<file path="src/common/cpu_config.svh">
// --------------------------------------------------
// reset vector, register count, opcode and funct
// codes of the integer subset, full-word strobe
// --------------------------------------------------
`ifndef CPU_CONFIG_SVH
`define CPU_CONFIG_SVH

// boot rom vector, first fetch address
`define CPU_RESET_PC    32'hbfc00000
`define CPU_NUM_REGS    32

// primary opcodes
`define CPU_OP_SPECIAL  6'h00
`define CPU_OP_ADDIU    6'h09
`define CPU_OP_ORI      6'h0d
`define CPU_OP_LUI      6'h0f
`define CPU_OP_LW       6'h23
`define CPU_OP_SW       6'h2b

// funct codes under SPECIAL
`define CPU_FN_ADDU     6'h21
`define CPU_FN_SUBU     6'h23
`define CPU_FN_AND      6'h24
`define CPU_FN_OR       6'h25
`define CPU_FN_XOR      6'h26
`define CPU_FN_SLT      6'h2a
`define CPU_FN_SLTU     6'h2b

// word store, all four lanes
`define CPU_SW_STROBE   4'hf

`endif

</file>
<file path="src/common/cpu_pkg.sv">
// --------------------------------------------------
// shared types: words, register numbers, byte
// enables, ALU operations and bypass sources
// --------------------------------------------------
package cpu_pkg;

    // data and address word
    typedef logic [31:0] word_t;

    // register number, rs/rt/rd field
    typedef logic [4:0] reg_addr_t;

    // one bit per byte lane
    typedef logic [3:0] byte_en_t;

    // ALU operations
    // pass_b only serves LUI, operand b is already shifted
    typedef enum logic [2:0] {
        alu_add,
        alu_sub,
        alu_and,
        alu_or,
        alu_xor,
        alu_slt,
        alu_sltu,
        alu_pass_b
    } alu_op_e;

    // where a decode operand comes from
    typedef enum logic [1:0] {
        from_rf,
        from_mem,
        from_wb
    } fwd_sel_e;

endpackage

</file>
<file path="src/common/cpu_if.sv">
// --------------------------------------------------
// hazard_if, id_ex_if, ex_mem_if
// --------------------------------------------------
`timescale 1ns/100ps

// decode sources out, bypass selects and stall back
interface hazard_if;
    cpu_pkg::reg_addr_t rs;
    cpu_pkg::reg_addr_t rt;
    logic               rs_used;
    logic               rt_used;
    cpu_pkg::fwd_sel_e  fwd_a;
    cpu_pkg::fwd_sel_e  fwd_b;
    logic               stall;

    modport decode (output rs, rt, rs_used, rt_used, input fwd_a, fwd_b, stall);
    modport ctrl (input rs, rt, rs_used, rt_used, output fwd_a, fwd_b, stall);
endinterface

// execute-bound register contents
interface id_ex_if;
    logic               valid;
    cpu_pkg::word_t     pc;
    cpu_pkg::alu_op_e   alu_op;
    cpu_pkg::word_t     op_a;
    cpu_pkg::word_t     op_b;
    cpu_pkg::word_t     store_data;
    cpu_pkg::reg_addr_t dest;
    logic               wen;
    logic               mem_read;
    logic               mem_write;

    modport decode (output valid, pc, alu_op, op_a, op_b, store_data, dest, wen,
                    mem_read, mem_write);
    modport exec (input valid, pc, alu_op, op_a, op_b, store_data, dest, wen,
                  mem_read, mem_write);
    // hazard unit only looks at the destination
    modport ctrl (input valid, dest, wen);
endinterface

// memory-stage register contents
interface ex_mem_if;
    logic               valid;
    cpu_pkg::word_t     pc;
    cpu_pkg::word_t     result;
    cpu_pkg::reg_addr_t dest;
    logic               wen;
    logic               mem_read;

    modport exec (output valid, pc, result, dest, wen, mem_read);
    modport mem (input valid, pc, result, dest, wen, mem_read);
    modport ctrl (input valid, dest, wen, mem_read);
endinterface

</file>
<file path="src/hdl/fetch_stage.sv">
// --------------------------------------------------
// PC register, next-fetch address, fetch valid
// --------------------------------------------------
`timescale 1ns/100ps
`include "cpu_config.svh"

module fetch_stage (
    input  logic           clk,
    input  logic           resetn,
    input  logic           stall,
    output cpu_pkg::word_t fetch_addr,
    output cpu_pkg::word_t pc,
    output logic           valid
);

    // pc names the word the SRAM returns this cycle
    // first cycle out of reset re-issues the reset vector
    // stall re-reads the same word so the IF/ID hold stays coherent
    always_comb begin
        if (stall || !valid) begin
            fetch_addr = pc;
        end else begin
            fetch_addr = pc + 32'd4;
        end
    end

    always_ff @(posedge clk) begin
        if (!resetn) begin
            pc    <= `CPU_RESET_PC;
            valid <= 1'b0;
        end else begin
            pc    <= fetch_addr;
            // one idle cycle while the first read is in flight
            valid <= 1'b1;
        end
    end

endmodule

</file>
<file path="src/decode/reg_file.sv">
// --------------------------------------------------
// 32x32 register file, 2 read / 1 write, $0 = 0
// --------------------------------------------------
`timescale 1ns/100ps
`include "cpu_config.svh"

module reg_file (
    input  logic               clk,
    input  cpu_pkg::reg_addr_t raddr_a,
    input  cpu_pkg::reg_addr_t raddr_b,
    output cpu_pkg::word_t     rdata_a,
    output cpu_pkg::word_t     rdata_b,
    input  logic               wen,
    input  cpu_pkg::reg_addr_t waddr,
    input  cpu_pkg::word_t     wdata
);

    cpu_pkg::word_t regs [`CPU_NUM_REGS];

    // write lands at the end of the writeback cycle
    // same-cycle readers take the bypass instead
    always_ff @(posedge clk) begin
        if (wen) begin
            regs[waddr] <= wdata;
        end
    end

    // async reads, entry 0 never looked at
    assign rdata_a = (raddr_a == '0) ? '0 : regs[raddr_a];
    assign rdata_b = (raddr_b == '0) ? '0 : regs[raddr_b];

endmodule

</file>
<file path="src/decode/decode_stage.sv">
// --------------------------------------------------
// IF/ID register, instruction decode, immediates,
// bypass muxes and the execute-bound register
// --------------------------------------------------
`timescale 1ns/100ps
`include "cpu_config.svh"

module decode_stage (
    input  logic               clk,
    input  logic               resetn,
    input  cpu_pkg::word_t     f_pc,
    input  logic               f_valid,
    input  cpu_pkg::word_t     inst,
    output cpu_pkg::reg_addr_t rf_raddr_a,
    output cpu_pkg::reg_addr_t rf_raddr_b,
    input  cpu_pkg::word_t     rf_rdata_a,
    input  cpu_pkg::word_t     rf_rdata_b,
    input  cpu_pkg::word_t     m_result,
    input  cpu_pkg::word_t     w_wdata,
    hazard_if.decode           hz,
    id_ex_if.decode            ide
);

    // IF/ID register
    logic           d_valid;
    cpu_pkg::word_t d_pc;
    cpu_pkg::word_t d_inst;

    // decoded fields
    cpu_pkg::reg_addr_t rs;
    cpu_pkg::reg_addr_t rt;
    cpu_pkg::alu_op_e   alu_op;
    cpu_pkg::word_t     imm;
    cpu_pkg::reg_addr_t dest;
    cpu_pkg::word_t     rt_val;
    logic               use_imm;
    logic               rs_rd;
    logic               rt_rd;
    logic               wen;
    logic               mem_read;
    logic               mem_write;

    // bypass source per operand
    function automatic cpu_pkg::word_t pick(input cpu_pkg::fwd_sel_e sel,
                                            input cpu_pkg::word_t rf);
        case (sel)
            cpu_pkg::from_mem: pick = m_result;
            cpu_pkg::from_wb:  pick = w_wdata;
            default:           pick = rf;
        endcase
    endfunction

    // --------------------------------------------------
    // IF/ID, frozen while stalled
    // --------------------------------------------------
    always_ff @(posedge clk) begin
        if (!resetn) begin
            d_valid <= 1'b0;
        end else if (!hz.stall) begin
            d_valid <= f_valid;
        end
    end

    always_ff @(posedge clk) begin
        if (!hz.stall) begin
            d_pc   <= f_pc;
            d_inst <= inst;
        end
    end

    // --------------------------------------------------
    // decode
    // --------------------------------------------------
    assign rs = d_inst[25:21];
    assign rt = d_inst[20:16];

    always_comb begin
        // defaults give a non-writing slot
        alu_op    = cpu_pkg::alu_add;
        imm       = {{16{d_inst[15]}}, d_inst[15:0]};
        use_imm   = 1'b1;
        rs_rd     = 1'b1;
        rt_rd     = 1'b0;
        dest      = rt;
        wen       = 1'b0;
        mem_read  = 1'b0;
        mem_write = 1'b0;
        case (d_inst[31:26])
            `CPU_OP_SPECIAL: begin
                use_imm = 1'b0;
                rt_rd   = 1'b1;
                dest    = d_inst[15:11];
                wen     = 1'b1;
                case (d_inst[5:0])
                    `CPU_FN_ADDU: alu_op = cpu_pkg::alu_add;
                    `CPU_FN_SUBU: alu_op = cpu_pkg::alu_sub;
                    `CPU_FN_AND:  alu_op = cpu_pkg::alu_and;
                    `CPU_FN_OR:   alu_op = cpu_pkg::alu_or;
                    `CPU_FN_XOR:  alu_op = cpu_pkg::alu_xor;
                    `CPU_FN_SLT:  alu_op = cpu_pkg::alu_slt;
                    `CPU_FN_SLTU: alu_op = cpu_pkg::alu_sltu;
                    // shifts and the rest, nop included
                    default:      wen    = 1'b0;
                endcase
            end
            `CPU_OP_ADDIU: wen = 1'b1;
            `CPU_OP_ORI: begin
                alu_op = cpu_pkg::alu_or;
                imm    = {16'h0000, d_inst[15:0]};
                wen    = 1'b1;
            end
            `CPU_OP_LUI: begin
                alu_op = cpu_pkg::alu_pass_b;
                imm    = {d_inst[15:0], 16'h0000};
                rs_rd  = 1'b0;
                wen    = 1'b1;
            end
            `CPU_OP_LW: begin
                wen      = 1'b1;
                mem_read = 1'b1;
            end
            `CPU_OP_SW: begin
                // base plus offset, rt is the store word
                rt_rd     = 1'b1;
                mem_write = 1'b1;
            end
            default: rs_rd = 1'b0;
        endcase
        // $0 target never writes, later stages need no zero check
        if (dest == '0) begin
            wen = 1'b0;
        end
    end

    // register reads and hazard request
    assign rf_raddr_a = rs;
    assign rf_raddr_b = rt;
    assign hz.rs      = rs;
    assign hz.rt      = rt;
    assign hz.rs_used = d_valid & rs_rd;
    assign hz.rt_used = d_valid & rt_rd;

    assign rt_val = pick(hz.fwd_b, rf_rdata_b);

    // --------------------------------------------------
    // execute-bound register, bubble on stall
    // --------------------------------------------------
    always_ff @(posedge clk) begin
        if (!resetn) begin
            ide.valid <= 1'b0;
        end else begin
            ide.valid <= d_valid & ~hz.stall;
        end
    end

    always_ff @(posedge clk) begin
        ide.pc         <= d_pc;
        ide.alu_op     <= alu_op;
        ide.op_a       <= pick(hz.fwd_a, rf_rdata_a);
        ide.op_b       <= use_imm ? imm : rt_val;
        ide.store_data <= rt_val;
        ide.dest       <= dest;
        ide.wen        <= wen;
        ide.mem_read   <= mem_read;
        ide.mem_write  <= mem_write;
    end

endmodule

</file>
<file path="src/hdl/exec_stage.sv">
// --------------------------------------------------
// ALU, data SRAM request, EX/MEM register
// --------------------------------------------------
`timescale 1ns/100ps
`include "cpu_config.svh"

module exec_stage (
    input  logic              clk,
    input  logic              resetn,
    id_ex_if.exec             ide,
    ex_mem_if.exec            exm,
    output cpu_pkg::byte_en_t data_sram_wen,
    output cpu_pkg::word_t    data_sram_addr,
    output cpu_pkg::word_t    data_sram_wdata
);

    cpu_pkg::word_t sum;
    cpu_pkg::word_t result;

    // shared adder, also the load/store address
    assign sum = ide.op_a + ide.op_b;

    // wrapping arithmetic, no overflow trap
    always_comb begin
        case (ide.alu_op)
            cpu_pkg::alu_sub:  result = ide.op_a - ide.op_b;
            cpu_pkg::alu_and:  result = ide.op_a & ide.op_b;
            cpu_pkg::alu_or:   result = ide.op_a | ide.op_b;
            cpu_pkg::alu_xor:  result = ide.op_a ^ ide.op_b;
            cpu_pkg::alu_slt:  result = {31'd0, $signed(ide.op_a) < $signed(ide.op_b)};
            cpu_pkg::alu_sltu: result = {31'd0, ide.op_a < ide.op_b};
            cpu_pkg::alu_pass_b: result = ide.op_b;
            default:           result = sum;
        endcase
    end

    // request goes out this cycle, load data returns next cycle
    assign data_sram_addr  = sum;
    assign data_sram_wdata = ide.store_data;
    assign data_sram_wen   = (ide.valid && ide.mem_write) ? `CPU_SW_STROBE : '0;

    // --------------------------------------------------
    // EX/MEM
    // --------------------------------------------------
    always_ff @(posedge clk) begin
        if (!resetn) begin
            exm.valid <= 1'b0;
        end else begin
            exm.valid <= ide.valid;
        end
    end

    always_ff @(posedge clk) begin
        exm.pc       <= ide.pc;
        exm.result   <= result;
        exm.dest     <= ide.dest;
        exm.wen      <= ide.wen;
        exm.mem_read <= ide.mem_read;
    end

endmodule

</file>
<file path="src/hdl/mem_stage.sv">
// --------------------------------------------------
// load select, MEM/WB register, regfile write
// and debug writeback port
// --------------------------------------------------
`timescale 1ns/100ps

module mem_stage (
    input  logic               clk,
    input  logic               resetn,
    ex_mem_if.mem              exm,
    input  cpu_pkg::word_t     data_sram_rdata,
    output cpu_pkg::word_t     m_result,
    output logic               w_wen,
    output cpu_pkg::reg_addr_t w_dest,
    output cpu_pkg::word_t     w_wdata,
    output cpu_pkg::word_t     debug_wb_pc,
    output cpu_pkg::byte_en_t  debug_wb_rf_wen,
    output cpu_pkg::reg_addr_t debug_wb_rf_wnum,
    output cpu_pkg::word_t     debug_wb_rf_wdata
);

    logic           wb_valid;
    logic           wb_wen;
    cpu_pkg::word_t wb_pc;

    // only ALU results bypass from here, loads stall in decode
    assign m_result = exm.result;

    always_ff @(posedge clk) begin
        if (!resetn) begin
            wb_valid <= 1'b0;
        end else begin
            wb_valid <= exm.valid;
        end
    end

    // full words only, no lane shuffling
    always_ff @(posedge clk) begin
        wb_pc   <= exm.pc;
        wb_wen  <= exm.wen;
        w_dest  <= exm.dest;
        w_wdata <= exm.mem_read ? data_sram_rdata : exm.result;
    end

    // --------------------------------------------------
    // writeback
    // --------------------------------------------------
    assign w_wen = wb_valid & wb_wen;

    // debug mirrors the regfile write
    assign debug_wb_pc       = wb_pc;
    assign debug_wb_rf_wen   = {4{w_wen}};
    assign debug_wb_rf_wnum  = w_dest;
    assign debug_wb_rf_wdata = w_wdata;

endmodule

</file>
<file path="src/hdl/pipe_control.sv">
// --------------------------------------------------
// hazard detection, bypass select, decode stall
// --------------------------------------------------
`timescale 1ns/100ps

module pipe_control (
    hazard_if.ctrl             hz,
    id_ex_if.ctrl              ide,
    ex_mem_if.ctrl             exm,
    input  logic               w_wen,
    input  cpu_pkg::reg_addr_t w_dest
);

    // {execute, memory, writeback} hits
    logic [2:0] hit_a;
    logic [2:0] hit_b;

    // wen already false for $0, so no zero test here
    function automatic logic [2:0] match(input cpu_pkg::reg_addr_t src, input logic used);
        match[2] = used & ide.valid & ide.wen & (ide.dest == src);
        match[1] = used & exm.valid & exm.wen & (exm.dest == src);
        match[0] = used & w_wen & (w_dest == src);
    endfunction

    // memory beats writeback when both hold the register
    function automatic cpu_pkg::fwd_sel_e sel(input logic [2:0] hit);
        if (hit[1]) begin
            sel = cpu_pkg::from_mem;
        end else if (hit[0]) begin
            sel = cpu_pkg::from_wb;
        end else begin
            sel = cpu_pkg::from_rf;
        end
    endfunction

    assign hit_a = match(hz.rs, hz.rs_used);
    assign hit_b = match(hz.rt, hz.rt_used);

    assign hz.fwd_a = sel(hit_a);
    assign hz.fwd_b = sel(hit_b);

    // result not ready in execute, load data not ready in memory
    assign hz.stall = hit_a[2] | (hit_a[1] & exm.mem_read)
                    | hit_b[2] | (hit_b[1] & exm.mem_read);

endmodule

</file>
<file path="src/hdl/mips_core.sv">
// --------------------------------------------------
// five-stage MIPS32 core top, SRAM and debug ports
// --------------------------------------------------
`timescale 1ns/100ps

module mips_core (
    input  logic        clk,
    input  logic        resetn,

    output logic        inst_sram_en,
    output logic [3:0]  inst_sram_wen,
    output logic [31:0] inst_sram_addr,
    output logic [31:0] inst_sram_wdata,
    input  logic [31:0] inst_sram_rdata,

    output logic        data_sram_en,
    output logic [3:0]  data_sram_wen,
    output logic [31:0] data_sram_addr,
    output logic [31:0] data_sram_wdata,
    input  logic [31:0] data_sram_rdata,

    // writeback trace
    output logic [31:0] debug_wb_pc,
    output logic [3:0]  debug_wb_rf_wen,
    output logic [4:0]  debug_wb_rf_wnum,
    output logic [31:0] debug_wb_rf_wdata
);

    cpu_pkg::word_t     f_pc;
    logic               f_valid;
    cpu_pkg::reg_addr_t rf_raddr_a;
    cpu_pkg::reg_addr_t rf_raddr_b;
    cpu_pkg::word_t     rf_rdata_a;
    cpu_pkg::word_t     rf_rdata_b;
    cpu_pkg::word_t     m_result;
    logic               w_wen;
    cpu_pkg::reg_addr_t w_dest;
    cpu_pkg::word_t     w_wdata;

    hazard_if hz ();
    id_ex_if  ide ();
    ex_mem_if exm ();

    // both SRAMs always enabled, instruction side read-only
    assign inst_sram_en    = 1'b1;
    assign inst_sram_wen   = 4'b0000;
    assign inst_sram_wdata = 32'd0;
    assign data_sram_en    = 1'b1;

    fetch_stage u_fetch (
        .clk        (clk),
        .resetn     (resetn),
        .stall      (hz.stall),
        .fetch_addr (inst_sram_addr),
        .pc         (f_pc),
        .valid      (f_valid)
    );

    decode_stage u_decode (
        .clk        (clk),
        .resetn     (resetn),
        .f_pc       (f_pc),
        .f_valid    (f_valid),
        .inst       (inst_sram_rdata),
        .rf_raddr_a (rf_raddr_a),
        .rf_raddr_b (rf_raddr_b),
        .rf_rdata_a (rf_rdata_a),
        .rf_rdata_b (rf_rdata_b),
        .m_result   (m_result),
        .w_wdata    (w_wdata),
        .hz         (hz.decode),
        .ide        (ide.decode)
    );

    reg_file u_rf (
        .clk     (clk),
        .raddr_a (rf_raddr_a),
        .raddr_b (rf_raddr_b),
        .rdata_a (rf_rdata_a),
        .rdata_b (rf_rdata_b),
        .wen     (w_wen),
        .waddr   (w_dest),
        .wdata   (w_wdata)
    );

    exec_stage u_exec (
        .clk             (clk),
        .resetn          (resetn),
        .ide             (ide.exec),
        .exm             (exm.exec),
        .data_sram_wen   (data_sram_wen),
        .data_sram_addr  (data_sram_addr),
        .data_sram_wdata (data_sram_wdata)
    );

    mem_stage u_mem (
        .clk               (clk),
        .resetn            (resetn),
        .exm               (exm.mem),
        .data_sram_rdata   (data_sram_rdata),
        .m_result          (m_result),
        .w_wen             (w_wen),
        .w_dest            (w_dest),
        .w_wdata           (w_wdata),
        .debug_wb_pc       (debug_wb_pc),
        .debug_wb_rf_wen   (debug_wb_rf_wen),
        .debug_wb_rf_wnum  (debug_wb_rf_wnum),
        .debug_wb_rf_wdata (debug_wb_rf_wdata)
    );

    pipe_control u_ctrl (
        .hz     (hz.ctrl),
        .ide    (ide.ctrl),
        .exm    (exm.ctrl),
        .w_wen  (w_wen),
        .w_dest (w_dest)
    );

endmodule

</file>
<file path="config.mk">
export PLATFORM = sky130hd
export DESIGN_NAME = mips_core
export DESIGN_NICKNAME = d
export VERILOG_FILES = /design/src/common/cpu_pkg.sv /design/src/common/cpu_if.sv /design/src/hdl/fetch_stage.sv /design/src/decode/reg_file.sv /design/src/decode/decode_stage.sv /design/src/hdl/exec_stage.sv /design/src/hdl/mem_stage.sv /design/src/hdl/pipe_control.sv /design/src/hdl/mips_core.sv
export VERILOG_INCLUDE_DIRS = /design/src /design/src/common
export SDC_FILE = /design/constraint.sdc
export NUM_CORES = 2
export LEC_CHECK = 0
export ABC_AREA = 1
export BUFFER_PORTS_ARGS = -buffer_cell sky130_fd_sc_hd__buf_2
export CELL_PAD_IN_SITES_DETAIL_PLACEMENT = 0
export CELL_PAD_IN_SITES_GLOBAL_PLACEMENT = 1
export CORE_MARGIN = 2
export CORE_UTILIZATION = 52
export CTS_CLUSTER_DIAMETER = 150
export DETAILED_ROUTE_END_ITERATION = 6
export PLACE_DENSITY = 0.85
export SETUP_SLACK_MARGIN = 0.3
export SYNTH_ARGS = -nofsm -noshare
export SYNTH_HDL_FRONTEND = slang
export SYNTH_SLANG_ARGS = --single-unit
</file>
<file path="constraint.sdc">
create_clock -name clk -period 6.71 [get_ports clk]
set_input_delay 0.3355 -clock clk [delete_from_list [all_inputs] [get_ports clk]]
set_output_delay 0.3355 -clock clk [all_outputs]
set_load 0.02 [all_outputs]
</file>
-- After elaboration in Yosys (flattened, before gate mapping)
Memories as Yosys holds them, arrays and structs flattened. A register that Yosys moved wholly into a read port is not among the register bits.
Index checks and enable logic that the tools add are counted.
- $add $sub $neg: 3
- order comparisons: 2
- equal/unequal tests: 29
- multiplexer cells: 28
- bitwise gates (word level): 29
- reductions and logical operators: 11
- operator list (cell ; count):
    32-bit one-hot mux with 7 select lines ; 1
    32-bit one-hot mux with 2 select lines ; 3
    32-bit two-way mux ; 5
    32-bit < comparator ; 2
    6-bit == test (second input constant) ; 9
    32-bit by 3-bit adder with 32-bit output (second input constant) ; 1
    32-bit adder ; 1
    32-bit bitwise AND ; 1
    32-bit OR ; 1
    32-bit subtractor ; 1
    32-bit bitwise XOR ; 1
    5-bit == test ; 6
    1-bit bitwise AND ; 22
    6-bit by 4-bit == test with 1-bit output (second input constant) ; 3
    3-bit one-hot mux with 6 select lines ; 1
    5-bit logical NOT ; 3
    5-bit two-way mux ; 3
    3-bit == test (second input constant) ; 4
    3-bit one-hot mux with 3 select lines ; 1
    1-bit two-way mux ; 8
    2-bit two-way mux ; 4
    7-bit OR reduction ; 1
    3-bit by 2-bit == test with 1-bit output (second input constant) ; 2
    6-bit logical NOT ; 1
    other kinds (13) ; 17
- register bits: 381
- memory bits (writable): 1024
- input bits: 66
- output and inout port bits: 211
- logic and storage cells: 129
- memories: 1
- memories (memory ; depth ; width ; rd ports ; clocked after memory_dff ; write ports ; RTL line ; text):
    u_rf.regs ; 32 ; 32 ; 2 ; 2 ; 1 ; reg_file.sv:18 ; cpu_pkg::word_t regs [`CPU_NUM_REGS];

-- Logic depth before layout (Yosys ltp)
- depth after elaboration: 13
- mapped depth: 16
- depth with buffers taken out: 16

-- Hierarchy
Synthesis repeated with hierarchy kept, for this count alone.
- cell total of the unflattened synthesis: 8719
- area total of the unflattened synthesis: 72445.7 um2
- modules (own cells, without submodules) (module ; instances ; cells an instance ; area each (um2) ; seq. area each (um2)):
    reg_file ; 1 ; 5956 ; 52105.0 ; 30749.5
    exec_stage ; 1 ; 1353 ; 8141.6 ; 1441.4
    decode_stage ; 1 ; 705 ; 7076.8 ; 4744.6
    mem_stage ; 1 ; 252 ; 2476.1 ; 1421.4
    fetch_stage ; 1 ; 280 ; 1804.2 ; 620.6
    pipe_control ; 1 ; 133 ; 549.3 ; 0.0
    mips_core ; 1 ; 40 ; 292.8 ; 0.0

-- Least setup slack after synthesis
Ideal clock, no wire load.
- path type: flip-flop to flip-flop
- start point: register u_mem.w_dest[0] (netlist: u_mem.debug_wb_rf_wnum[0])
- end point: memory u_rf.regs[11][0] (netlist bit), enable pin
- setup time: 0.421 ns
- data arrival time: 2.173 ns
- data required time: 6.289 ns
- setup slack: 4.116 ns
- stages on the path, launching flop included: 3
- cell sequence: dfxtp_1 -> nand3_1 -> nor2_1
- RTL lines (element ; RTL line ; text):
    start, declared ; mem_stage.sv:14 ; output cpu_pkg::reg_addr_t w_dest,
    start signal, assigned ; mem_stage.sv:41 ; w_dest <= exm.dest;
    end, declared ; reg_file.sv:18 ;
No word-level cell before the write port.

-- Worst setup path in the final report
- start point: register u_decode.d_inst[29]
- end point: output port inst_sram_addr[26]
- word-level cells in the longest chain between the ends: 13
- elaborated cells on any way between the ends: 30
- those cells by class: 4 x eq/ne; 3 x mux; 19 x bitwise; 4 x reduce/logical
- RTL lines (element ; RTL line ; text):
    start, declared ; decode_stage.sv:27 ; cpu_pkg::word_t d_inst;
    start signal, assigned ; decode_stage.sv:67 ; d_inst <= inst;
    6-bit by 4-bit == test with 1-bit output (tied with other cells) ; decode_stage.sv:88 ; case (d_inst[31:26])
    5-bit OR reduction (no source line) ; - ;
    1-bit two-way mux ; decode_stage.sv:88 ;
    1-bit bitwise AND ; decode_stage.sv:140 ; assign hz.rs_used = d_valid & rs_rd;
    1-bit bitwise AND (3 in series) ; pipe_control.sv:21 ; match[1] = used & exm.valid & exm.wen & (exm.dest == src);
    1-bit bitwise AND ; pipe_control.sv:43 ; assign hz.stall = hit_a[2] | (hit_a[1] & exm.mem_read)
    1-bit OR ; pipe_control.sv:43 ;
    1-bit OR ; pipe_control.sv:44 ; | hit_b[2] | (hit_b[1] & exm.mem_read);
    1-bit OR (*) ; pipe_control.sv:44 ;
    1-bit logical OR (*) ; fetch_stage.sv:20 ; if (stall || !valid) begin
    32-bit two-way mux (*) ; fetch_stage.sv:20 ;
    end, declared ; mips_core.sv:12 ; output logic [31:0] inst_sram_addr,
Every way passes the cells marked *; elsewhere a longest branch is shown, timed or not.

==> results.cfg <==
[detailed_routing]
top_layer = met5
dr.pass1.iters = 7
vias = 59042
via_per_inst = 6.17
drc_errors = 1
wl_met1_mm = 98.8
drtIter0Drc = 8367
wl_per_cell_um = 26.0
dr_wl_met3_mm = 25.6
totalWireLength_mm = 249
ant_nets = 0
route.met2.wl_mm = 109

[synthesis]
synth_edf_count = 1086
ys_warn_count = 0
yosysSeqAreaShare = 0.557
yosysTopAreaCell = edfxtp_1
synthTopCellsByCount = 1,151 x nand2_1, 1,086 x edfxtp_1, 1,044 x nand3_1, 881 x inv_1, 764 x a21oi_1
async_flop_share = 0
synth_area_per_cell_um2 = 9.15
syn_inst = 7645
ys_ff_latch = 1405
synth.distinct_cells = 49
synth.top_cell.area_share = 0.466
ys.flop_type = edfxtp_1
netlist_area_mm2 = 0.0700
synth_area_leaders = edfxtp_1 47%, dfxtp_1 9.1%, nand3_1 7.5%
synth_most_common_cell = nand2_1

[timing]
setup_tns_ns = 0
slew_headroom = 0.201
tightest_slew_ns = 1.20
skew_ns = 0.0375
worst_slack_ns = 1.89
fin_crit_sh = 0.718
post-route-min-period_ns = 4.82
max_freq_ghz = 0.208
setup_violations = 0
hold_viol = 0
rsz0062_at_grt = false
drv_slew = 0

[setup_path]
path_common_cell = nand2_2
worstSetupPathType = reg2out
crit_buf_inv = 2
slowest_delay_ns = 0.58
required_ns = 6.37
worstSetupEndpointType = output port
start_kind = register
critPathTopFamily = simple AND/OR/NAND/NOR gates
cp_cell_sequence = nor2_1 > nand3_2 > a21oi_2 > nand2_2 > nand2_2 > nand2_2 > nand3_2 > inv_1 > nand2_1 > nand2_1 > buf_2
critPathSlowestCell = nand3_2
arrival_ns = 4.48
cp_max_fo = 34

[pwr]
comb_power_share = 0.168
total_power_mw = 22.1
power.density_mw_per_mm2 = 286
clock_power_share = 0.362
power.leakage_nw = 29.9
p_int_mw = 15.5
vdd_drop_max_uv = 248
p_sw_frac = 0.297
switching_power_mw = 6.57
seqPwrFrac = 0.469

[clock_tree]
cts-buffers-inserted = 150
ctsRootBufferMaster = clkbuf_16
cts_tree = done
numClockSinks = 1405
cts_resized = 0
post-cts-setup-buffers = 0
clockBufferDepth = 3
clkTransAtPathRegs_ns = 0.06
clk-insertion-delay-late_ns = 0.80
htree_levels = 4

[final_layout]
multi_input_area_mm2 = 0.0251
final_cells = 9568
num_antenna_cells = 0
register_area_mm2 = 0.0390
area_growth_pct = 10.4
fin_nets = 7841
fillCellCount = 11616
utilization = 0.579
final_layout_size_suffix_gt1_frac = 0.0812

[global_route]
overflow = 0
grt_max_degree = 213
grt.total_usage = 0.356
antenna_found_initial = 3
first_global_vias = 54967
grt_pass1_wl_mm = 360

[run_status]
status = finished with violations
failed_checks = DRC

[job]
maxCapViolCount = 0

[placement]
dp_cells = 9227
port_buffers = 234
dp_hpwl_mm = 150
post-place-ws_ns = 2.74
place.gp.congestion = 1.01

[floorplan]
die_h_um = 371
die-area_mm2 = 0.138
ios = 277
dieWidth_um = 371
core_area_mm2 = 0.133
rows = 134
initial_core_util = 0.524

[worst_hold_path]
hp-class = in2reg
[worst paths after layout]
path                  startpoint                    end  slack [ns]  cells after the start
max reg2reg  u_decode.d_inst[28]   u_decode.ide.op_b[8]        2.75                     10
max          u_decode.d_inst[29]     inst_sram_addr[26]        1.89                     11
min           inst_sram_rdata[1]     u_decode.d_inst[1]        0.26                      2
min reg2reg    u_exec.exm.pc[31]  u_mem.debug_wb_pc[31]        0.32                      0
[cell usage in the layout, fill, tap and decap left out, types with 154 or more instances in the layout]
cell type,count
edfxtp_1,1086
nand3_1,1043
a21oi_1,763
o211ai_1,458
clkbuf_16,154
dfxtp_1,308
buf_2,234
o21ai_0,698
nor2_1,168
nand2_1,1151
inv_1,877
[timing repair]
action / in CTS / in global routing
endpoints found under the setup margin: 0 / 0
hold buffers: 65 / 0
endpoints found under the hold margin: 87 / 0
[flip-flops by register name (all words and copies together), names as in the netlist, 3 cells and up, named ones only]
signal / flops
u_mem.debug_wb_pc: 30
u_decode.ide.dest: 5
u_fetch.pc: 30
u_decode.ide.op_a: 32
u_decode.ide.store_data: 32
u_rf.regs: 1024
u_decode.d_inst: 32
u_mem.debug_wb_rf_wdata: 32
u_decode.d_pc: 30
u_mem.debug_wb_rf_wnum: 5
u_exec.exm.pc: 30
u_decode.ide.op_b: 32
u_decode.ide.alu_op: 3
u_exec.exm.result: 32
u_exec.exm.dest: 5
u_decode.ide.pc: 30
[power by group through the flow]
stage	Sequential, mW	Clock (mW)	Combinational (mW)
floorplan	10.9	0	1.70
global placement	10.6	0	3.60
detailed placement	10.6	0	3.62
CTS	10.4	8.07	3.66
global route	10.4	8.43	3.98
finish	10.4	8.01	3.73
[stage by stage]
stage	area, um2	hold slack, ns
after floorplan	70100	0.310
after global placement	71900	0.310
final	77300	0.260
after detailed placement	71900	0.312
after CTS	77300	0.218
after global routing	77300	0.247
[cell families after synthesis]
group,synth area share
buffers and inverters,0.0907
and+or+nand+nor,0.159
xor gates and xnor gates,0.00701
adders and majority gates,0.0179
other,0.000107
DFF,0.557
AOI/OAI and AO/OA,0.168
[cell type report]
class	instances	share of cell area
clock inverter	64	0.00718
timing repair buffer	420	0.0376
clock buffer	212	0.0535
multi-input combinational	4809	0.324
sequential	1405	0.505
tap	1768	0.0286
inverter	890	0.0435
[metal layers]
| layer | global-route usage | vias up |
|---|---|---|
| li1 | - | 26746 |
| met3 | 0.0688 | 655 |
| met2 | 0.531 | 3382 |
| met4 | 0.204 | 2 |
| met5 | 0 | - |
| met1 | 0.485 | 28257 |
Power figures use the tool's default switching activity.
